## src/source/exu_isa_pkg.sv

```systemverilog
`default_nettype none

// machine word, register number and instruction address
package exu_isa_pkg;

   // one 32-bit data word
   typedef logic [31:0] word_t;

   // architectural register number, r0 reads as zero
   typedef logic [4:0] reg_idx_t;

   // byte address of an instruction
   typedef logic [31:0] pc_t;

   // return address is the next sequential instruction
   localparam word_t LINK_OFFSET = 32'd4;

endpackage

`default_nettype wire

```

## src/source/exu_rf.sv

```systemverilog
`timescale 1ns/1ns
`default_nettype none

module exu_rf #(
   parameter bit WRITE_BYPASS = 1'b1
) (
   input  logic                  clk,
   input  logic                  arst_n,
   input  logic                  wen,
   input  exu_isa_pkg::reg_idx_t waddr,
   input  exu_isa_pkg::word_t    wdata,
   input  exu_isa_pkg::reg_idx_t raddr0,
   input  exu_isa_pkg::reg_idx_t raddr1,
   output exu_isa_pkg::word_t    rdata0,
   output exu_isa_pkg::word_t    rdata1
);

   import exu_isa_pkg::*;

   // r0 has no storage
   word_t regs [1:31];

   function automatic word_t read_port(reg_idx_t ra);
      if (ra == '0)
         return '0;
      // write in flight this cycle wins over the stored copy
      if (WRITE_BYPASS && wen && waddr == ra)
         return wdata;
      return regs[ra];
   endfunction

   always_ff @(posedge clk or negedge arst_n) begin
      if (!arst_n) begin
         for (int i = 1; i < 32; i++)
            regs[i] <= '0;
      end else if (wen && waddr != '0) begin
         regs[waddr] <= wdata;
      end
   end

   always_comb begin
      rdata0 = read_port(raddr0);
      rdata1 = read_port(raddr1);
   end

endmodule

`default_nettype wire

```

## config.mk

```make
export PLATFORM = sky130hd
export DESIGN_NAME = exu_rf
export DESIGN_NICKNAME = d
export VERILOG_FILES = /design/src/source/exu_isa_pkg.sv /design/src/source/exu_rf.sv
export SDC_FILE = /design/constraint.sdc
export NUM_CORES = 2
export LEC_CHECK = 0
export BUFFER_PORTS_ARGS = -buffer_cell sky130_fd_sc_hd__buf_2
export CORE_UTILIZATION = 59
export CTS_BUF_LIST = sky130_fd_sc_hd__clkbuf_4
export DETAILED_ROUTE_END_ITERATION = 12
export GPL_TIMING_DRIVEN = 0
export PLACE_DENSITY = 0.86
export SLEW_MARGIN = 10
export SYNTH_ARGS = -nofsm -noshare
export SYNTH_HDL_FRONTEND = slang
export SYNTH_SLANG_ARGS = --single-unit
```

## constraint.sdc

```tcl
create_clock -name clk -period 2.2 [get_ports clk]
set_input_delay 0.33 -clock clk [delete_from_list [all_inputs] [get_ports clk]]
set_output_delay 0.33 -clock clk [all_outputs]
set_load 0.02 [all_outputs]
```

==> flow_metrics.py <==
metrics = {
    "yosys": {
        "ys_seq_elements": 992,
        "ys_seq_area_share_pct": 45.9,
        "ys_top_cells_by_count": "mux2_2, dfrtp_1, mux4_2",
        "ys_types": 51,
        "postSynthCellCount": 3731,
        "ys.flop_type": "dfrtp_1",
        "synth_nets": 3781,
        "async_flop_share_pct": 100,
        "syn_area_um2": 54100,
        "ys.warnings.count": 0,
        "synth_top_area_share_pct": 45.9,
        "synth_edf_count": 0,
        "yosys.area.top_type": "dfrtp_1",
        "synth_area_leaders": "dfrtp_1, mux2_2, mux4_2",
        "yosysMostFrequentCell": "mux2_2",
        "avgSynthCellArea_um2": 14.5,
    },
    "power": {
        "p_leak_nw": 27.1,
        "switching_share_pct": 32.4,
        "power_density_nw_per_um2": 905,
        "p_comb_share_pct": 26.4,
        "cellInternalPower_w": 0.0381,
        "clkPwrFrac_pct": 29.8,
        "ir_worst_vdd_v": 0.000388,
        "switching_power_w": 0.0183,
        "seq_power_share_pct": 43.8,
    },
    "critical_path": {
        "worstSetupPathType": "input port to output pin",
        "worstPathMaxFanout": 10,
        "worst_r2r_endpoint": "regs[317]",
        "reg2reg_depth": 3,
        "worstSetupEndpointType": "output pin",
        "rrSetupSlack_ns": 1.15,
        "startpoint_type": "input port",
        "cp.arrival_ns": 3.21,
        "reg2reg_from": "regs[317]",
        "worstPathRequired_ns": 1.87,
    },
    "cts": {
        "h-tree-depth": 5,
        "numCtsBuffers": 283,
        "cts_buffer_depth": 4,
        "cts_tree": "built",
        "clock-sinks": 992,
        "clk_pin_slew_ns": 0.07,
        "insertion_delay_ns": 1.16,
        "cts-root-buf": "clkbuf_4",
        "cts-hold-fix-buffers": 37,
    },
    "finish": {
        "multi_input_area_um2": 28700,
        "largest_register": "regs",
        "fin_nets": 4273,
        "largest_register_ffs": 992,
        "area_growth_pct": 15.3,
        "fin_cells": 5553,
        "layout-drive-gt1-share_pct": 57.5,
        "largestRegisters": "regs: 992 flops",
        "n_fill_cell": 5883,
        "seq_area_um2": 24800,
    },
    "sta": {
        "tightest_slew_ns": 1.42,
        "slew_headroom_pct": 5.13,
        "hold_viol": 267,
        "report.final.setup_viol": 119,
        "fin_crit_sh_pct": 161,
        "whs_ns": -0.932,
        "skew_ns": 0,
        "fmax_ghz": 0.282,
        "slew_violations": 0,
        "rsz0062_at_grt": "true",
        "final.min_clock_period_ns": 3.54,
        "setup_ws_ns": -1.34,
    },
    "floorplan": {
        "core_area_um2": 90400,
        "die_y_um": 305,
        "die_w_um": 305,
        "die_area_um2": 93000,
        "initial_core_util_pct": 59.9,
        "boundaryPins": 114,
        "rows": 110,
    },
    "route": {
        "viasPerCell": 7.34,
        "firstDrtPassIters": 6,
        "via_count": 40743,
        "final_antenna_net_count": 0,
        "dr.first_iter.drc_count": 6314,
        "wl_mm": 214,
        "post-route-drc-count": 0,
        "wire_per_inst_um": 38.6,
    },
    "placed_design": {
        "place_inst": 5017,
        "place_ws_ns": -1.80,
        "io_buffers": 103,
        "dp_hpwl_mm": 157,
        "gp_congestion": 1.10,
    },
    "global_routing": {
        "antenna_found_initial": 12,
        "grt_pass1_vias": 40905,
        "grt_max_degree": 155,
        "grt_pass1_wl_mm": 299,
        "grt_usage_pct": 46.1,
        "gr-total-overflow": 0,
    },
    "hold_path": {
        "hp-class": "input port to asynchronous set/reset pin",
    },
    "run": {
        "maxCapViolations": 0,
    },
    "status": {
        "violations": "hold timing, setup timing",
        "run_status": "finished with violations",
    },
}
==> metal layers <==
layer / vias to the layer above / routed length (um) / track usage (%)
met2: 3450 / 88400 / 62.2
met1: 20846 / 74700 / 57.3
met4: 24 / 16400 / 30.8
met3: 884 / 34300 / 24.1
li1: 15539 / - / -
met5: - / 329 / 0.879
==> layout make-up <==
cell class,count,area share [%]
Antenna cell,5,0.0200
Clock inverter,64,0.744
Sequential cell,992,39.8
Tap cell,1176,2.36
Timing Repair Buffer,208,3.08
Multi-Input combinational cell,2333,46.0
Buffer,402,3.51
Inverter,3,0.0241
Clock buffer,370,4.45
==> cell families (layout without fill, tap and decap cells) <==
family                    count (synthesis)  in the layout  synth area share [%]
other                                     0              5                     0
muxes                                  1634           1634                  42.1
DFF                                     992            992                  45.9
xor gates and xnor gates                 10             10                 0.162
AOI/OAI and AO/OA                       398            398                  5.67
and+or+nand+nor                         291            291                  2.42
buffers and inverters                   406           1047                  3.80
==> repair_timing <==
action,in CTS,in global routing
hold endpoints to repair,1059,186
pin swaps,91,71
gates cloned,0,1
setup endpoints to repair,64,129
resized for setup,291,114
buffers inserted,43,17
==> critical path: stages <==
cell and delay, ns:
buf_2 0.12, buf_2 0.24, clkdlybuf4s15_2 0.81, buf_2 0.58, mux2i_1 0.48, a211oi_1 0.15, o221a_2 0.31, buf_2 0.17
==> per-stage QoR <==
step / hold slack (ns) / cell area [um^2] / TNS (ns) / util [%] / power, W
floorplan: 0.0344 / 54400 / -0.461 / - / 0.0327
global placement: 0.498 / 56400 / - / 62.3 / 0.0368
detailed placement: 0.288 / 56600 / -625.25 / 62.6 / 0.0376
CTS: -0.954 / 61800 / -71.51 / 68.3 / 0.0550
global route: -0.896 / 62400 / -73.21 / 69.0 / 0.0580
finish: -0.932 / 62400 / -76.21 / 69.0 / 0.0565
==> power by group through the flow <==
stage	Clock (W)	Sequential, W	Combinational (W)
3_5_place_dp	0	0.0248	0.0129
2_1_floorplan	0	0.0237	0.00897
6_report	0.0168	0.0247	0.0149
3_3_place_gp	0	0.0244	0.0124
5_1_grt	0.0177	0.0250	0.0152
4_1_cts	0.0167	0.0244	0.0139
==> cell usage in the layout (no fill, tap or decap), types with 60 or more instances in the layout <==
master and count:
buf_2 149, buf_4 125, buf_6 73, clkbuf_1 128
clkbuf_4 372, dfrtp_1 992, mux2_2 1066, mux2i_1 131
mux4_2 407, nand2_1 146, o211ai_1 60
==> worst max-delay path by stage <==
stage | slack [ns] | endpoint | depth (start not counted) | from
6_report | -1.34 | rdata1[16] | 8 | raddr1[2]
5_1_grt | -1.30 | rdata0[7] | 5 | regs[135]
4_1_cts | -1.27 | rdata1[8] | 6 | regs[776]
3_5_place_dp | -1.80 | rdata0[25] | 8 | raddr0[3]
3_3_place_gp | -20.47 | regs[853] | 1 | arst_n
2_1_floorplan | -0.04 | rdata1[21] | 8 | raddr1[0]
(Power assumes the default switching activity.)
