$ cat src/source/exu_isa_pkg.sv
`default_nettype none

// machine word, register number and instruction address
package exu_isa_pkg;

   // one 32-bit data word
   typedef logic [31:0] word_t;

   // architectural register number, r0 reads as zero
   typedef logic [4:0] reg_idx_t;

   // byte address of an instruction
   typedef logic [31:0] pc_t;

   // return address is the next sequential instruction
   localparam word_t LINK_OFFSET = 32'd4;

endpackage

`default_nettype wire

$ cat src/source/exu_op_pkg.sv
`default_nettype none

// decoded controls handed over by the fetch side
package exu_op_pkg;

   // unit steering for an issued instruction
   typedef enum logic [1:0] {
      UNIT_NONE,
      UNIT_ALU,
      UNIT_BRU,
      UNIT_MUL
   } unit_e;

   typedef enum logic [3:0] {
      ALU_ADD,
      ALU_SUB,
      ALU_SLT,
      ALU_SLTU,
      ALU_AND,
      ALU_OR,
      ALU_NOR,
      ALU_XOR,
      ALU_SLL,
      ALU_SRL,
      ALU_SRA,
      ALU_LUI
   } alu_op_e;

   typedef enum logic [3:0] {
      BRU_BEQ,
      BRU_BNE,
      BRU_BLT,
      BRU_BGE,
      BRU_BLTU,
      BRU_BGEU,
      BRU_B,
      BRU_BL,
      BRU_JIRL
   } bru_op_e;

   // low word, signed high word, unsigned high word
   typedef enum logic [1:0] {
      MUL_W,
      MULH_W,
      MULH_WU
   } mul_op_e;

endpackage

`default_nettype wire

$ cat src/source/exu_mul.sv
`timescale 1ns/1ns
`default_nettype none

module exu_mul (
   input  logic                clk,
   input  logic                arst_n,
   input  logic                valid,
   input  exu_isa_pkg::word_t  a,
   input  exu_isa_pkg::word_t  b,
   input  exu_op_pkg::mul_op_e op,
   output exu_isa_pkg::word_t  res,
   output logic                done
);

   import exu_op_pkg::*;

   logic               valid_s1;
   logic [32:0]        a_s1;
   logic [32:0]        b_s1;
   mul_op_e            op_s1;
   logic signed [65:0] prod;

   always_ff @(posedge clk or negedge arst_n) begin
      if (!arst_n) begin
         valid_s1 <= 1'b0;
         done     <= 1'b0;
      end else begin
         valid_s1 <= valid;
         done     <= valid_s1;
      end
   end

   // one extra bit makes signed and unsigned the same 33x33 multiply
   always_ff @(posedge clk) begin
      if (valid) begin
         a_s1  <= {(op != MULH_WU) & a[31], a};
         b_s1  <= {(op != MULH_WU) & b[31], b};
         op_s1 <= op;
      end
      if (valid_s1)
         res <= (op_s1 == MUL_W) ? prod[31:0] : prod[63:32];
   end

   assign prod = $signed(a_s1) * $signed(b_s1);

endmodule

`default_nettype wire

$ cat config.mk
export PLATFORM = sky130hd
export DESIGN_NAME = exu_mul
export DESIGN_NICKNAME = d
export VERILOG_FILES = /design/src/source/exu_isa_pkg.sv /design/src/source/exu_op_pkg.sv /design/src/source/exu_mul.sv
export SDC_FILE = /design/constraint.sdc
export NUM_CORES = 2
export LEC_CHECK = 0
export BUFFER_PORTS_ARGS = -buffer_cell sky130_fd_sc_hd__buf_4
export CORE_MARGIN = 2
export CORE_UTILIZATION = 45
export DETAILED_ROUTE_END_ITERATION = 8
export PLACE_DENSITY = 0.68
export REMOVE_ABC_BUFFERS = 1
export SLEW_MARGIN = 20
export SYNTH_ARGS = -nofsm -noshare
export SYNTH_HDL_FRONTEND = slang
export SYNTH_SLANG_ARGS = --single-unit
$ cat constraint.sdc
create_clock -name clk -period 14.8 [get_ports clk]
set_clock_uncertainty 0.1 [all_clocks]
set_input_delay 1.48 -clock clk [delete_from_list [all_inputs] [get_ports clk]]
set_output_delay 1.48 -clock clk [all_outputs]
set_load 0.02 [all_outputs]
==> impl_metrics.csv <==
group,metric,value,unit
outcome,outcome,"complete, no violations",
floorplanning,dieWidth,309.2,um
global_route,grt_pass1_vias,32860,
floorplanning,rows,111,
critical_path,arrival,9310,ps
sta,finalCritPeriodShare,0.6233,
clock_tree,clk_latency,430,ps
placement,gp_routability_congestion,0.9246,
cells_and_area,multi_input_area,33840,sq um
synthesis,avgSynthCellArea,9.601,sq um
clock_tree,post_cts_buffers,0,
critical_path,critPathLaunchType,"flip-flop",
global_route,track_usage,0.2661,
placement,hpwl,93.49,mm
synthesis,async_reset_ff_frac,0.01961,
routing,finalWirelength,119.6,mm
sta,worstMarginPinSlew,1143,ps
global_route,grt_use_met1,0.3454,
clock_tree,root_buffer,"clkbuf_16",
synthesis,synth_cell_types,73,
global_route,grt_use_met3,0.04303,
routing,via_per_inst,5.327,
routing,vias,29620,
clock_tree,numCtsBuffers,9,
global_route,grt_max_degree,70,
synthesis,synthCells,4366,
sta,fin_crit,9224,ps
routing,drtIter0Drc,2223,
cells_and_area,fillerInstances,8632,
global_route,grt_antenna_before_repair,4,
routing,dr.pass1.iters,7,
clock_tree,clock_path_buffers,2,
critical_path,crit_path_max_fanout,33,
synthesis,synth-main-ff-cell,"edfxtp_1",
cells_and_area,final_cell_mix,"fa_1 (1124), inv_1 (1102), nand2_1 (577)",
routing,avgRoutedWirePerCell,21.51,um
floorplanning,start_util,0.4559,
cells_and_area,seq_area,3054,sq um
floorplanning,ios,102,
critical_path,setup.worst_path.end_class,"flip-flop",
clock_tree,cts_hold_buf,0,
synthesis,synth_edf_count,100,
clock_tree,path_clk_slew,110,ps
sta,finalHoldViolCount,0,
sta,slew_violations,0,
cells_and_area,mostFrequentLayoutCell,"fa_1",
run,cap_violations,0,
sta,setup_viol,0,
placement,place_inst,5540,
clock_tree,cts_tree,"yes",
sta,relSlewSlack,0.2383,
placement,portBuffers,101,
sta,setup_tns,0,ps
sta,rsz0062_at_grt,"no",
floorplanning,die_area,95600,sq um
clock_tree,h-tree-depth,3,
cells_and_area,stdcell_count,5560,
synthesis,yosysSeqAreaShare,0.07283,
global_route,top_usage_layer,"met2",
cells_and_area,final_nets,5716,
clock_tree,ctsResizeCount,0,
cells_and_area,area_growth,5.310,%
critical_path,required,14880,ps
critical_path,crit_type,"flip-flop to flip-flop",
synthesis,ys_warn_count,0,
synthesis,syn_area,41920,sq um
sta,timing.fmax,108.4,MHz
synthesis,ys_ff_latch,102,
global_route,overflow,0,
global_route,grtUsageMet2,0.4339,
critical_path,reg2reg_depth,24,
clock_tree,numClockSinks,102,
worst_hold_path,hold_class,"input pin to async pin",
floorplanning,die_y,309.2,um
cells_and_area,drive_above_1_share,0.04728,
floorplanning,core,91940,sq um
sta,hold_slack,737.0,ps
routing,ant_nets,0,
routing,remaining_drc_errors,0,
global_route,grt_pass1_wl,190.4,mm
## cells in the mapped netlist (2+ instances only)
cell type  count  area [sq um]
fa_1        1125         22520
inv_1       1102          4136
nand2_1      577          2166
and2_1       538          3366
clkbuf_1     217         814.5
ha_1         212          2653
edfxtp_1     100          3003
a21oi_1       86         430.4
xnor2_1       46         402.9
o21ai_0       40         200.2
nor2_1        37         138.9
a21o_1        32         240.2
nand3_1       25         125.1
nor2b_1       25         156.4
xor2_1        24         210.2
nand4_1       18         112.6
nor3_1        14         70.07
o21bai_1      14         105.1
nand2b_1      12         75.07
buf_2         10         50.05
a31oi_1        8         50.05
and3_1         7         43.79
a211oi_1       5         37.54
nand3b_1       5         37.54
o21ai_1        5         25.02
a211o_1        4         35.03
a31o_2         4         35.03
nor3b_1        4         30.03
o211ai_1       4         30.03
o21a_1         4         30.03
a31o_1         3         26.28
and4_1         3         26.28
clkbuf_2       3         15.01
o31ai_1        3         22.52
or3_1          3         18.77
a41o_1         2         20.02
a41oi_1        2         17.52
buf_1          2         7.510
dfrtp_1        2         50.05
nor4b_1        2         17.52
o2111ai_1      2         17.52
o22ai_1        2         12.51
or2_2          2         12.51
or4_1          2         15.01
## cell type report
class,instances,area share
diodes,2,0.0001134
inverters,1103,0.09379
repair buffers,165,0.02840
clock inverters,7,0.001531
multi-input cells,2929,0.7666
well taps,1243,0.03523
flip-flops and latches,102,0.06919
clock buffers,9,0.005102
## kinds of logic (layout without fill, tap and decap cells)
family | after synthesis | after routing | synth area share
xor+xnor | 70 | 70 | 0.01463
fa+ha+maj | 1337 | 1337 | 0.6006
other cells | 0 | 2 | 0
simple gates | 1281 | 1281 | 0.1545
buf+inv | 1335 | 1284 | 0.1199
compound gates | 241 | 241 | 0.03755
flops | 102 | 102 | 0.07283
## per-stage QoR
stage               area (sq um)  worst slack, ps  utilization
global route               44140             5075       0.4801
CTS                        44110             5342       0.4797
global placement           43810             5596       0.4765
finish                     44140             5576       0.4801
floorplan                  41030             6666            -
detailed placement         43810             5373       0.4766
## metal layers
metal,wire (um),vias up
met4,6927,0
met1,47140,15560
met5,0,-
met3,9268,339
li1,-,12450
met2,56280,1275
## critical path, cell delays in order, from the launching register on
cell and delay, ps:
edfxtp_1 1000, nand2_1 190, inv_1 180, fa_1 500, fa_1 650, fa_2 610, fa_1 830, inv_1 360
fa_1 570, inv_1 50, fa_1 500, fa_1 510, inv_1 50, fa_1 470, inv_1 40, ha_1 370
a21o_1 190, a211o_1 330, a211oi_1 240, o211ai_1 150, a311oi_1 410, o41ai_2 180, a31oi_1 220, xor2_1 170
o21ai_1 70
## path summary, 6_finish.rpt
check | startpoint | to | slack [ps]
worst min register to register | valid_s1 | done | 880
max in group asynchronous | arst_n | valid_s1 | 13770
worst max-delay path | b_s1[0] | res[29] | 5580
worst max register to register | b_s1[0] | res[29] | 5580
worst min-delay path | arst_n | valid_s1 | 740
min in group clk | valid_s1 | done | 880
## sequential cells by signal (all words and copies together), names as in the netlist
name / count
op_s1: 2
a_s1: 33
valid_s1: 1
done: 1
res: 32
b_s1: 33
Power is left out: the tool's default activity adds up to more than one toggle a clock period on the data nets, which glitch-free logic cannot reach.
