**config.mk**
```make
export PLATFORM = sky130hd
export DESIGN_NAME = exu_ecl
export DESIGN_NICKNAME = d
export VERILOG_FILES = /design/src/source/exu_isa_pkg.sv /design/src/source/exu_op_pkg.sv /design/src/source/exu_ecl.sv
export SDC_FILE = /design/constraint.sdc
export NUM_CORES = 1
export LEC_CHECK = 0
export BUFFER_PORTS_ARGS = -buffer_cell sky130_fd_sc_hd__clkbuf_2
export CORE_AREA = 3 3 165 167
export CTS_CLUSTER_DIAMETER = 120
export CTS_CLUSTER_SIZE = 8
export DETAILED_ROUTE_END_ITERATION = 10
export DIE_AREA = 0 0 168 170
export PLACE_DENSITY = 0.5
export RECOVER_POWER = 25
export SYNTH_ARGS = -nofsm -noshare
export SYNTH_HDL_FRONTEND = slang
export SYNTH_SLANG_ARGS = --single-unit
```
**constraint.sdc**
```tcl
create_clock -name clk -period 3.2 [get_ports clk]
set_clock_uncertainty 0.15 [all_clocks]
set_input_delay 0.48 -clock clk [delete_from_list [all_inputs] [get_ports clk]]
set_output_delay 0.48 -clock clk [all_outputs]
set_load 0.1 [all_outputs]
```
**src/source/exu_isa_pkg.sv**
```systemverilog
`default_nettype none

// machine word, register number and instruction address
package exu_isa_pkg;

   // one 32-bit data word
   typedef logic [31:0] word_t;

   // architectural register number, r0 reads as zero
   typedef logic [4:0] reg_idx_t;

   // byte address of an instruction
   typedef logic [31:0] pc_t;

   // return address is the next sequential instruction
   localparam word_t LINK_OFFSET = 32'd4;

endpackage

`default_nettype wire

```
**src/source/exu_op_pkg.sv**
```systemverilog
`default_nettype none

// decoded controls handed over by the fetch side
package exu_op_pkg;

   // unit steering for an issued instruction
   typedef enum logic [1:0] {
      UNIT_NONE,
      UNIT_ALU,
      UNIT_BRU,
      UNIT_MUL
   } unit_e;

   typedef enum logic [3:0] {
      ALU_ADD,
      ALU_SUB,
      ALU_SLT,
      ALU_SLTU,
      ALU_AND,
      ALU_OR,
      ALU_NOR,
      ALU_XOR,
      ALU_SLL,
      ALU_SRL,
      ALU_SRA,
      ALU_LUI
   } alu_op_e;

   typedef enum logic [3:0] {
      BRU_BEQ,
      BRU_BNE,
      BRU_BLT,
      BRU_BGE,
      BRU_BLTU,
      BRU_BGEU,
      BRU_B,
      BRU_BL,
      BRU_JIRL
   } bru_op_e;

   // low word, signed high word, unsigned high word
   typedef enum logic [1:0] {
      MUL_W,
      MULH_W,
      MULH_WU
   } mul_op_e;

endpackage

`default_nettype wire

```
**src/source/exu_ecl.sv**
```systemverilog
`timescale 1ns/1ns
`default_nettype none

module exu_ecl (
   input  logic                  clk,
   input  logic                  arst_n,
   input  logic                  valid_e,
   input  exu_op_pkg::unit_e     unit_e,
   input  exu_isa_pkg::pc_t      pc_e,
   input  exu_isa_pkg::word_t    alu_a_e,
   input  exu_isa_pkg::word_t    alu_b_e,
   input  exu_op_pkg::alu_op_e   alu_op_e,
   input  exu_op_pkg::bru_op_e   bru_op_e,
   input  exu_isa_pkg::word_t    bru_offset_e,
   input  exu_op_pkg::mul_op_e   mul_op_e,
   input  exu_isa_pkg::reg_idx_t rf_target_e,
   input  logic                  wen_e,
   output exu_isa_pkg::word_t    alu_a,
   output exu_isa_pkg::word_t    alu_b,
   output exu_op_pkg::alu_op_e   alu_op,
   input  exu_isa_pkg::word_t    alu_res,
   output logic                  bru_valid,
   output exu_op_pkg::bru_op_e   bru_op,
   output exu_isa_pkg::pc_t      bru_pc,
   output exu_isa_pkg::word_t    bru_offset,
   input  exu_isa_pkg::word_t    bru_link,
   input  logic                  bru_wen,
   output logic                  mul_valid,
   output exu_op_pkg::mul_op_e   mul_op,
   input  exu_isa_pkg::word_t    mul_res,
   input  logic                  mul_done,
   output logic                  rf_wen,
   output exu_isa_pkg::reg_idx_t rf_waddr,
   output exu_isa_pkg::word_t    rf_wdata,
   output logic                  stall_req
);

   import exu_isa_pkg::*;
   import exu_op_pkg::*;

   logic     alu_valid;
   logic     mul_busy_m;
   logic     mul_wen_m;
   reg_idx_t mul_target_m;
   logic     wen_w;
   reg_idx_t waddr_w;
   word_t    wdata_w;

   assign alu_valid = valid_e && unit_e == UNIT_ALU;
   assign bru_valid = valid_e && unit_e == UNIT_BRU;
   assign mul_valid = valid_e && unit_e == UNIT_MUL;

   // operand buses are shared by all three units
   assign alu_a      = alu_a_e;
   assign alu_b      = alu_b_e;
   assign alu_op     = alu_op_e;
   assign bru_op     = bru_op_e;
   assign bru_pc     = pc_e;
   assign bru_offset = bru_offset_e;
   assign mul_op     = mul_op_e;

   always_ff @(posedge clk or negedge arst_n) begin
      if (!arst_n) begin
         mul_busy_m <= 1'b0;
         mul_wen_m  <= 1'b0;
         wen_w      <= 1'b0;
      end else begin
         mul_busy_m <= mul_valid;
         if (mul_valid)
            mul_wen_m <= wen_e;
         wen_w <= (alu_valid & wen_e) | bru_wen;
      end
   end

   // target stays put until the next multiply, nothing issues under stall
   always_ff @(posedge clk) begin
      if (mul_valid)
         mul_target_m <= rf_target_e;
      waddr_w <= rf_target_e;
      wdata_w <= bru_valid ? bru_link : alu_res;
   end

   // product lands in the slot left free by the stall
   assign rf_wen    = mul_done ? mul_wen_m : wen_w;
   assign rf_waddr  = mul_done ? mul_target_m : waddr_w;
   assign rf_wdata  = mul_done ? mul_res : wdata_w;
   assign stall_req = mul_busy_m;

   a_no_issue_in_stall: assert property (
      @(posedge clk) disable iff (!arst_n) stall_req |-> !valid_e
   );

   // multiplier result never meets an alu or bru write
   a_wb_no_collision: assert property (
      @(posedge clk) disable iff (!arst_n) mul_done |-> !wen_w
   );

endmodule

`default_nettype wire

```
==> flow_summary.ini <==
[synth]
synth_compound_area_share_pct = 0.3322
synth_fa_ha_area_share_pct = 0
syn_nets = 513
synthMuxAreaShare_pct = 30.15
synthCells = 266
syn_area_um2 = 3013
yosysWarnings = 0
yosys.area_share.xor_xnor_pct = 0
synth.distinct_cells = 12
synth_top_family_by_area = buffers and inverters
synth_area_per_cell_um2 = 11.33
synth_seq_cells = 45
synth-simple-area-share_pct = 0.8721
ys_seq_area_share_pct = 32.06

[grt]
grt_start_max_net_pins = 39
first_global_vias = 1801
gr-total-overflow = 0
grt_usage_pct = 5.608
grt_pass1_wl_mm = 11.45
antenna_found_initial = 0

[drt]
vias = 1737
postRouteAntennaNets = 0
first_iter_violations = 22
wl_per_cell_um = 13.57
drc_errors = 0
vias_per_cell = 2.815
firstDrtPassIters = 4
routed_wl_mm = 8.371

[final_layout]
n_antenna_cell = 0
finish.utilization_pct = 12.59
area_growth_pct = 8.264
final_nets = 528
drive_gt1_share_pct = 79.43

[power_and_ir_drop]
ir_worst_vdd_mv = 0.1477
total_leakage_power_nw = 1.560
p_per_area_nw_per_um2 = 532.5

[critical_path]
end_kind = output pin
criticalPathCategory = in2out
worstPathArrival_ps = 1800
cp-start-kind = input pin
crit_required_ps = 2570
worstPathMaxFanout = 8

[floorplan]
core_region_area_um2 = 25910
die_h_um = 170
dieWidth_um = 168
num_io_pins = 426
die_area_um2 = 28560
start_util_pct = 11.63
std_cell_rows = 59

[place]
io_buffer_count = 149
hpwl_mm = 6.754
dpl_worst_slack_ps = 922.6
gp_congestion = 0.6305

[clock_network]
numCtsBuffers = 5
clk_pin_slew_ps = 70
htreeDepth = 2
cts_tree = built
cts_sinks = 45
clockBufferDepth = 2
clk_latency_ps = 290
clockRootBuffer = clkbuf_16

[timing]
setup-violations-final = 0
hold_viol = 0
timing.slew.headroom_pct = 62.65
period_minus_slack_ps = 2432
timing_worst_slew_pin_value_ps = 562.6
fmax_mhz = 411.2
rsz0062_at_grt = no
tns_ps = 0
report.final.slew_viol_count = 0
finalCritPeriodShare_pct = 76.01
setup_slack_ps = 767.8

[worst_hold_path]
hold_path.class = in2reg

[run]
drv_cap = 0

[status]
outcome = finished clean
==> area by class of cell <==
type	count	area (um2)
Timing Repair Buffer	153	778.2
Clock inverter	3	21.27
Fill cell	2948	22650
Sequential cell	45	965.9
Multi-Input combinational cell	74	944.7
Tap cell	335	419.2
Inverter	2	7.507
Clock buffer	5	125.1
==> cell usage in the layout, fill, tap and decap left out, drive strengths merged <==
master       Yosys  routed
clkbuf           0     155
mux2            71      71
dfxtp           37      37
edfxtp           5       5
dfrtp            3       3
inv              2       3
buf            145       2
nand3b           1       1
a41o             1       1
and3             1       1
clkinv           0       1
clkinvlp         0       1
dlygate4sd3      0       1
==> where the power goes <==
group	switching (mW)	internal [mW]
logic	0.405	0.157
registers	0.0129	0.610
clock network	0.259	0.292
total	0.677	1.06
==> critical path, cell delays in order <==
cell      delay [ps]
clkbuf_1         170
and3_1           180
clkbuf_1         420
clkbuf_2         550
==> state kept, by name, summed over array words and instances, names as in the netlist <==
signal and count:
mul_wen_m 1, mul_target_m 5, waddr_w 5, wdata_w 32, stall_req 1, wen_w 1
==> stage by stage <==
stage	instance area, um2	std cells	power (mW)	hold slack (ps)
2_1_floorplan	3013	266	1.888	34.41
3_3_place_gp	3118	608	1.204	130.5
3_5_place_dp	3118	608	1.206	136.0
4_1_cts	3274	617	1.807	129.5
5_1_grt	3262	617	1.841	157.1
6_report	3262	617	1.737	154.5
==> per-layer routing <==
layer | wire length (um) | vias to the layer above | GRT usage (%)
li1 | - | 768 | -
met1 | 2877 | 733 | 5.611
met2 | 3719 | 184 | 8.297
met3 | 1288 | 52 | 3.600
met4 | 486 | 0 | 4.411
met5 | 0 | - | 0
==> cell usage after synthesis, drive strengths merged <==
| library cell | number | area [um2] |
|---|---|---|
| nand3b | 1 | 20.02 |
| edfxtp | 5 | 150.1 |
| dfrtp | 3 | 75.07 |
| dfxtp | 37 | 740.7 |
| mux2 | 71 | 908.4 |
| a41o | 1 | 10.01 |
| buf | 145 | 1095 |
| inv | 2 | 7.510 |
| and3 | 1 | 6.260 |
==> cells by family (layout without fill, tap and decap cells) <==
| family | count (synthesis) | after routing |
|---|---|---|
| compound gates | 1 | 1 |
| buf+inv | 147 | 163 |
| flops | 45 | 45 |
| mux | 71 | 71 |
| simple gates | 2 | 2 |
==> final timing paths <==
check	start	endpoint	slack [ps]	depth (start not counted)
max in group asynchronous	arst_n	stall_req	2360	2
hold reg to reg	mul_wen_m	mul_wen_m	360	1
hold / removal	rf_target_e[3]	waddr_w[3]	150	1
setup / recovery	unit_e[1]	mul_valid	770	4
min in group asynchronous	arst_n	wen_w	380	2
setup reg to reg	mul_wen_m	mul_wen_m	2310	1
==> what timing repair did <==
item                                   CTS  global route
resized for setup                        0             0
endpoints found under the hold margin    3             0
hold buffers                             1             0
setup buffers                            0             0
Power figures use the tool's default switching activity.
