$ cat config.mk
export PLATFORM = sky130hd
export DESIGN_NAME = exu_alu
export DESIGN_NICKNAME = d
export VERILOG_FILES = /design/src/source/exu_isa_pkg.sv /design/src/source/exu_op_pkg.sv /design/src/source/exu_alu.sv
export SDC_FILE = /design/constraint.sdc
export NUM_CORES = 1
export LEC_CHECK = 0
export BUFFER_PORTS_ARGS = -buffer_cell sky130_fd_sc_hd__buf_2
export CAP_MARGIN = 5
export CORE_AREA = 2 2 149 151
export DETAILED_ROUTE_END_ITERATION = 10
export DIE_AREA = 0 0 151 153
export PLACE_DENSITY_LB_ADDON = 0.08
export SYNTH_ARGS = -nofsm -noshare
export SYNTH_HDL_FRONTEND = slang
export SYNTH_SLANG_ARGS = --single-unit
export TNS_END_PERCENT = 5
$ cat constraint.sdc
create_clock -name vclk -period 11.03
set_input_delay 2.7575 -clock vclk [all_inputs]
set_output_delay 2.7575 -clock vclk [all_outputs]
set_load 0.05 [all_outputs]
$ cat src/source/exu_isa_pkg.sv
`default_nettype none

// machine word, register number and instruction address
package exu_isa_pkg;

   // one 32-bit data word
   typedef logic [31:0] word_t;

   // architectural register number, r0 reads as zero
   typedef logic [4:0] reg_idx_t;

   // byte address of an instruction
   typedef logic [31:0] pc_t;

   // return address is the next sequential instruction
   localparam word_t LINK_OFFSET = 32'd4;

endpackage

`default_nettype wire

$ cat src/source/exu_op_pkg.sv
`default_nettype none

// decoded controls handed over by the fetch side
package exu_op_pkg;

   // unit steering for an issued instruction
   typedef enum logic [1:0] {
      UNIT_NONE,
      UNIT_ALU,
      UNIT_BRU,
      UNIT_MUL
   } unit_e;

   typedef enum logic [3:0] {
      ALU_ADD,
      ALU_SUB,
      ALU_SLT,
      ALU_SLTU,
      ALU_AND,
      ALU_OR,
      ALU_NOR,
      ALU_XOR,
      ALU_SLL,
      ALU_SRL,
      ALU_SRA,
      ALU_LUI
   } alu_op_e;

   typedef enum logic [3:0] {
      BRU_BEQ,
      BRU_BNE,
      BRU_BLT,
      BRU_BGE,
      BRU_BLTU,
      BRU_BGEU,
      BRU_B,
      BRU_BL,
      BRU_JIRL
   } bru_op_e;

   // low word, signed high word, unsigned high word
   typedef enum logic [1:0] {
      MUL_W,
      MULH_W,
      MULH_WU
   } mul_op_e;

endpackage

`default_nettype wire

$ cat src/source/exu_alu.sv
`timescale 1ns/1ns
`default_nettype none

module exu_alu (
   input  exu_isa_pkg::word_t  a,
   input  exu_isa_pkg::word_t  b,
   input  exu_op_pkg::alu_op_e op,
   output exu_isa_pkg::word_t  res
);

   import exu_op_pkg::*;

   logic [4:0] shamt;

   assign shamt = b[4:0];

   always_comb begin
      case (op)
         ALU_ADD:  res = a + b;
         ALU_SUB:  res = a - b;
         ALU_SLT:  res = {31'b0, $signed(a) < $signed(b)};
         ALU_SLTU: res = {31'b0, a < b};
         ALU_AND:  res = a & b;
         ALU_OR:   res = a | b;
         ALU_NOR:  res = ~(a | b);
         ALU_XOR:  res = a ^ b;
         ALU_SLL:  res = a << shamt;
         ALU_SRL:  res = a >> shamt;
         ALU_SRA:  res = $signed(a) >>> shamt;
         // immediate already shifted up by decode
         ALU_LUI:  res = b;
         default:  res = '0;
      endcase
   end

endmodule

`default_nettype wire

==> metrics.csv, run 1 <==
stage,metric,value,unit
outcome,status,"complete, no violations",
cts,ctsHoldBuffers,0,
worst_setup_path,crit_path_end_kind,output port,
timing,drv_slew,0,
floorplanning,die_x,151,um
worst_setup_path,cp-start-kind,primary input,
place,dp.cells,1663,
place,detailed_place_hpwl,32.1,mm
cells_and_area,nClkBuffers,0,
place,place_congestion,0.994,
drt,first_pass_iters,7,
floorplanning,initial_core_util,40.5,%
worst_setup_path,arrival,6.89,ns
worst_setup_path,worstPathMaxFanout,28,
synthesis,ys.warnings.count,0,
power,power,0.551,mW
cells_and_area,nFlopsAndLatches,0,
timing,fin_tns_setup,0,ns
timing,final-setup-viol-count,0,
synthesis,avgSynthCellArea,6.35,um2
timing,holdWs,6.05,ns
global_route,grt_max_degree,63,
drt,antenna_left,0,
drt,drtIter0Drc,1529,
synthesis,netlist_area,8710,um2
timing,post-route-period-util,87.4,%
cells_and_area,finalInstanceArea,9310,um2
cells_and_area,area_delta_synth_final,6.91,%
global_route,met2_usage,53.5,%
synthesis,synth-adder-area-share,14.7,%
timing,rsz0062_at_grt,false,
timing,hold_violations,0,
global_route,grt-ovfl-total,0,
power,power.leakage,4.06,nW
cells_and_area,multi_input_area,7920,um2
drt,via_count,11300,
synthesis,yosysTopAreaCell,ha_1,
floorplanning,io_pins,100,
worst_setup_path,worstSetupPathType,in2out,
timing,worstMarginPinSlew,1.01,ns
global_route,grt_pass1_vias,10300,
global_route,antenna_found_initial,2,
global_route,grt_pass1_wl,64.0,mm
synthesis,synth_top_family_by_area,compound AO/OA/AOI/OAI gates,
synthesis,ys_types,74,
global_route,grt_use_met1,53.6,%
floorplanning,rows,54,
synthesis,syn_inst,1371,
cts,postCtsSetupRepairBufs,0,
cells_and_area,nFillCells,2435,
drt,totalWireLength,42.1,mm
synthesis,yosysSeqAreaShare,0,%
cells_and_area,finish.utilization,43.3,%
power,power_density,59.1,nW/um2
global_route,gr-usage-met3,4.57,%
flow_run,cap_viol_max_count,0,
cts,ctsResizeCount,0,
timing,slew_headroom,32.1,%
cells_and_area,final_cells,1663,
drt,routedWlPerCell,25.3,um
global_route,top_usage_layer,met1,
timing,fmax,104,MHz
cells_and_area,antenna_cells,0,
timing,fin_ws,1.39,ns
global_route,track_usage,35.5,%
synthesis,synthXorXnorAreaFrac,0.503,%
worst_setup_path,required,8.27,ns
min_path,worstHoldPathType,in2out,
floorplanning,core,21500,um2
synthesis,ys_top_cells_by_area,"ha_1, a21oi_1, nor2_1",
cells_and_area,seq_area,0,um2
cells_and_area,nNetsFinal,1554,
drt,drc,0,
floorplanning,die_height,153,um
timing,fin_crit,9.64,ns
synthesis,yosys.area.top_type_share,14.2,%
synthesis,synth.net_count,1540,
place,port_buffers,100,
place,placed_area,9310,um2
synthesis,synth_compound_area_share,41.3,%
synthesis,yosys.area_share.simple,22.8,%
cells_and_area,layout-drive-gt1-share,12.6,%
floorplanning,die-area,23100,um2
synthesis,synthMuxAreaShare,11.4,%
power,vdd_drop_max,0.0352,mV
place,place_ws,1.49,ns
drt,post_drt_via_cell_ratio,6.80,
worst max-delay path, cell delays in order:
cell	delay (ns)
buf_4	0.29
inv_1	0.40
fa_1	0.56
and2b_1	0.22
o21ai_2	0.09
o221ai_4	0.23
a311oi_2	0.21
o41a_1	0.54
o31ai_4	0.30
a41oi_1	0.24
o21a_1	0.29
o221a_1	0.23
o221ai_1	0.20
buf_2	0.31
worst paths after layout:
kind | start | to | slack (ns) | cells past startpoint
setup / recovery | b[1] | res[30] | 1.39 | 14
hold / removal | b[13] | res[13] | 6.05 | 4
cell type report:
class	count	area share (%)
multi-input cells	1165	85.1
well taps	280	3.76
inverters	94	3.79
repair buffers	124	7.34
power by group:
part	leakage, nW	internal, mW	switching (mW)
Combinational	4.06	0.168	0.382
Sequential	0	0	0
Clock	0	0	0
Total	4.06	0.168	0.382
cell usage after synthesis (7+ instances only):
master,count
nor2_1,185
a21oi_1,143
nand2_1,126
o21ai_0,108
ha_1,99
inv_1,91
clkbuf_1,81
a211oi_1,44
mux2i_1,41
nor3_1,28
a222oi_1,26
nand3_1,22
o22ai_1,22
o211ai_1,21
a21o_1,20
mux4_2,18
nand2b_1,18
mux2_2,16
a31oi_1,15
a221o_1,14
o21bai_1,14
buf_2,13
nand4_1,13
and2_1,11
buf_1,11
nor4_1,11
o2111ai_1,11
o31ai_1,11
a211o_1,10
a221oi_1,10
nor2b_1,9
o221ai_1,7
placed cells by master, fill, tap and decap left out, types with 6 or more instances in the layout:
cell	netlist	final
a31oi_1	15	15
mux4_2	18	18
nor3_1	28	25
nand3b_1	6	6
nor4_1	11	10
o211ai_1	21	21
buf_4	5	25
o21bai_1	14	14
o22ai_1	22	22
a22oi_1	6	6
nand3_1	22	22
a21oi_1	143	143
o2111ai_1	11	11
inv_1	91	90
a221o_1	14	14
ha_1	99	99
o31ai_1	11	11
mux2_2	16	16
a221oi_1	10	10
nand2_1	126	126
nand2b_1	18	18
nor2_1	185	183
a222oi_1	26	26
a211o_1	10	10
o21ai_0	108	108
buf_2	13	99
nand4_1	13	13
a211oi_1	44	44
a21o_1	20	20
o221ai_1	7	7
and2_1	11	11
mux2i_1	41	41
nor2b_1	9	9
logic make-up after synthesis:
family | count (synthesis)
compound gates | 536
simple gates | 448
buf+inv | 206
fa+ha+maj | 101
mux | 75
xor+xnor | 5
layer usage:
layer	part of all wire [%]	routed length, um	up-vias
li1	-	-	5147
met5	0.031	13	-
met3	11	4560	74
met4	2.6	1090	2
met1	43	18100	5409
met2	44	18300	674
Power figures use the tool's default switching activity.
==> inputs of run 2 (changes only) <==
--- a/config.mk
+++ b/config.mk
@@ -7,9 +7,11 @@
 export LEC_CHECK = 0
 export BUFFER_PORTS_ARGS = -buffer_cell sky130_fd_sc_hd__buf_2
 export CAP_MARGIN = 5
-export CORE_AREA = 2 2 149 151
+export CELL_PAD_IN_SITES_DETAIL_PLACEMENT = 2
+export CELL_PAD_IN_SITES_GLOBAL_PLACEMENT = 2
+export CORE_AREA = 2 2 157 159
 export DETAILED_ROUTE_END_ITERATION = 10
-export DIE_AREA = 0 0 151 153
+export DIE_AREA = 0 0 159 161
 export PLACE_DENSITY_LB_ADDON = 0.08
 export SYNTH_ARGS = -nofsm -noshare
 export SYNTH_HDL_FRONTEND = slang
==> metrics.csv, run 2 (synthesized netlist as in run 1, its figures left out) <==
stage,metric,value,unit
outcome,status,"complete, no violations",
floorplanning,io_pins,100,
cells_and_area,nFlopsAndLatches,0,
cts,ctsHoldBuffers,0,
drt,totalWireLength,49.2,mm
cells_and_area,nClkBuffers,0,
drt,via_count,11600,
timing,hold_violations,0,
cells_and_area,final_cell_mix,"nor2_1, a21oi_1, nand2_1",
flow_run,cap_viol_max_count,0,
worst_setup_path,worstSetupPathType,in2out,
cts,ctsResizeCount,0,
cts,postCtsSetupRepairBufs,0,
place,detailed_place_hpwl,37.5,mm
global_route,grt_max_degree,85,
place,placed_area,9360,um2
global_route,grt_pass1_vias,11700,
min_path,worstHoldPathType,in2out,
worst_setup_path,required,8.27,ns
drt,routedWlPerCell,28.8,um
cells_and_area,final_cells,1707,
floorplanning,die-area,25600,um2
timing,post-route-period-util,88.5,%
worst_setup_path,path_cells,buf_4 > inv_1 > buf_4 > fa_1 > and2b_1 > o21ai_2 > o221ai_4 > a311oi_2 > o41a_1 > o31ai_4 > a41oi_1 > o21a_1 > a221oi_1 > o221ai_1 > buf_2,
global_route,grt_pass1_wl,73.5,mm
worst_setup_path,cp_common_cell,buf_4,
cells_and_area,final_common_cell,nor2_1,
cells_and_area,area_delta_synth_final,7.49,%
worst_setup_path,worstPathMaxFanout,49,
place,dp.cells,1706,
global_route,antenna_found_initial,3,
cells_and_area,finalInstanceArea,9360,um2
timing,worstMarginPinSlew,0.971,ns
worst_setup_path,cp-start-kind,primary input,
cells_and_area,layout-drive-gt1-share,12.5,%
drt,post_drt_via_cell_ratio,6.80,
worst_setup_path,crit_path_end_kind,output port,
place,place_congestion,0.952,
worst_setup_path,cpPeakStageDelay,0.56,ns
drt,drtIter0Drc,1214,
global_route,track_usage,36.8,%
floorplanning,initial_core_util,36.3,%
floorplanning,die_x,159,um
worst_setup_path,cp_slowest_cell,o41a_1,
timing,slew_headroom,34.6,%
timing,rsz0062_at_grt,false,
timing,fin_tns_setup,0,ns
timing,fin_ws,1.26,ns
floorplanning,core,24000,um2
place,place_ws,1.33,ns
drt,antenna_left,0,
floorplanning,die_height,161,um
timing,fin_crit,9.77,ns
drt,first_pass_iters,7,
place,port_buffers,100,
timing,drv_slew,0,
floorplanning,rows,57,
worst_setup_path,arrival,7.01,ns
drt,drc,0,
cells_and_area,seq_area,0,um2
cells_and_area,nNetsFinal,1553,
global_route,grt-ovfl-total,0,
timing,final-setup-viol-count,0,
timing,fmax,102,MHz
## run 2: cell types whose count changed in the layout (fill, tap and decap cells not counted), sizes merged
| cell | previous run | this run |
|---|---|---|
| buf | 124 | 123 |
| diode | 0 | 1 |
## run 2: path summary, 6_finish.rpt
| kind | from | endpoint | slack, ns | depth (start not counted) |
|---|---|---|---|---|
| max | b[1] | res[30] | 1.26 | 15 |
| min | b[13] | res[13] | 6.04 | 4 |
## run 2: metal layers
metal | vias to the layer above | GRT usage (%) | routed length, um
li1 | 5147 | - | -
met1 | 5832 | 49.9 | 21300
met2 | 524 | 57.8 | 21400
met3 | 97 | 7.88 | 4530
met4 | 2 | 12.6 | 1900
met5 | - | 0 | 7
## run 2: metrics by stage
step	hold slack (ns)	util [%]
2_1_floorplan	5.97	-
3_3_place_gp	6.05	39.1
3_5_place_dp	6.05	39.1
4_1_cts	6.05	39.1
5_1_grt	6.08	39.1
6_report	6.04	39.1
## run 2: final cells by class
cell class                 count  area (um2)
multi-input combinational   1165        7920
timing repair buffer         123         676
tap                          324         405
inverter                      94         353
antenna                        1        2.50
fill                        3135       14600
## run 2: worst max-delay path: cells and delay by family
kind	cells	cell delay (ns)
compound gates	9	2.40
buf+inv	4	1.11
fa+ha+maj	1	0.46
simple gates	1	0.23
==> inputs of run 3 (changes only) <==
--- a/config.mk
+++ b/config.mk
@@ -9,10 +9,10 @@
 export CAP_MARGIN = 5
 export CELL_PAD_IN_SITES_DETAIL_PLACEMENT = 2
 export CELL_PAD_IN_SITES_GLOBAL_PLACEMENT = 2
-export CORE_AREA = 2 2 157 159
+export CORE_AREA = 2 2 171 173
 export DETAILED_ROUTE_END_ITERATION = 10
-export DIE_AREA = 0 0 159 161
-export PLACE_DENSITY_LB_ADDON = 0.08
+export DIE_AREA = 0 0 173 175
+export PLACE_DENSITY_LB_ADDON = 0.05
 export SYNTH_ARGS = -nofsm -noshare
 export SYNTH_HDL_FRONTEND = slang
 export SYNTH_SLANG_ARGS = --single-unit
==> constraint.sdc (replaced) <==
create_clock -name vclk -period 8.3
set_input_delay 2.075 -clock vclk [all_inputs]
set_output_delay 2.075 -clock vclk [all_outputs]
set_load 0.05 [all_outputs]
==> metrics.csv, run 3 (synthesized netlist as in run 1, its figures left out) <==
stage,metric,value,unit
cells_and_area,nClkBuffers,0,
floorplanning,rows,62,
worst_setup_path,crit_family,compound AO/OA/AOI/OAI gates,
worst_setup_path,path_buf_inv,3,
timing,fin_crit,8.03,ns
worst_setup_path,cp_slowest_cell,ha_1,
worst_setup_path,arrival,5.96,ns
cts,ctsHoldBuffers,0,
timing,slew_headroom,29.8,%
timing,post-route-period-util,96.8,%
global_route,gr-usage-met3,3.83,%
min_path,worstHoldPathType,in2out,
timing,fin_tns_setup,0,ns
timing,rsz0062_at_grt,false,
timing,holdWs,4.69,ns
place,port_buffers,100,
cells_and_area,final_cell_mix,"nor2_1, a21oi_1, nand2_1",
drt,first_pass_iters,7,
global_route,met2_usage,53.3,%
global_route,antenna_found_initial,7,
cells_and_area,final_common_cell,nor2_1,
timing,worstMarginPinSlew,1.04,ns
drt,routedWlPerCell,28.9,um
drt,drc,0,
floorplanning,io_pins,100,
timing,hold_violations,0,
timing,drv_slew,0,
floorplanning,die-area,30300,um2
cts,postCtsSetupRepairBufs,0,
global_route,grt_max_degree,88,
drt,totalWireLength,51.5,mm
timing,final-setup-viol-count,0,
cells_and_area,finish.utilization,33.7,%
drt,antenna_left,0,
worst_setup_path,cp-start-kind,primary input,
global_route,grt_pass1_wl,76.9,mm
worst_setup_path,cpPeakStageDelay,0.51,ns
worst_setup_path,worstPathMaxFanout,10,
cells_and_area,nFlopsAndLatches,0,
worst_setup_path,cp_common_cell,buf_2,
worst_setup_path,required,6.23,ns
floorplanning,initial_core_util,30.7,%
global_route,grt_pass1_vias,11700,
drt,post_drt_via_cell_ratio,6.46,
flow_run,cap_viol_max_count,0,
place,place_congestion,0.940,
outcome,status,"complete, no violations",
global_route,grt-ovfl-total,0,
worst_setup_path,crit_path_end_kind,output port,
floorplanning,die_x,173,um
floorplanning,die_height,175,um
cells_and_area,layout-drive-gt1-share,13.6,%
global_route,track_usage,33.1,%
timing,fmax,125,MHz
global_route,grt_use_met1,46.1,%
cells_and_area,seq_area,0,um2
drt,via_count,11500,
place,detailed_place_hpwl,40.3,mm
worst_setup_path,worstSetupPathType,in2out,
floorplanning,core,28400,um2
cts,ctsResizeCount,0,
worst_setup_path,path_cells,buf_2 > inv_1 > ha_1 > nand3_1 > nor4_1 > o2111ai_1 > a31oi_1 > o221ai_1 > o21ai_1 > a21oi_1 > or3_1 > o31a_1 > o22ai_1 > buf_2,
cells_and_area,area_delta_synth_final,10.0,%
cells_and_area,nNetsFinal,1570,
drt,drtIter0Drc,1076,
global_route,top_usage_layer,met2,
==> run 3: final timing paths <==
| check | endpoint | cells after the start | slack, ns | from |
|---|---|---|---|---|
| max | res[27] | 14 | 0.27 | a[11] |
| min | res[13] | 4 | 4.69 | b[13] |
==> run 3: through the flow <==
step           std cells  instance area (um2)  setup slack (ns)
2_1_floorplan       1371                 8710            -0.199
3_3_place_gp        1783                 9570             0.349
3_5_place_dp        1783                 9570             0.281
4_1_cts             1783                 9570             0.281
5_1_grt             1783                 9570            0.0626
6_report            1786                 9580             0.269
==> run 3: cell type report <==
class	count	area, um2
tap	384	480
antenna	3	7.51
timing repair buffer	140	816
inverter	94	353
fill	3592	18800
multi-input combinational	1165	7920
==> run 3: per-layer routing <==
layer  vias up  wire length (um)
met1      5842             23400
met2       444             23200
li1       5179                 -
met5         -                13
met4         2              1550
met3        72              3380
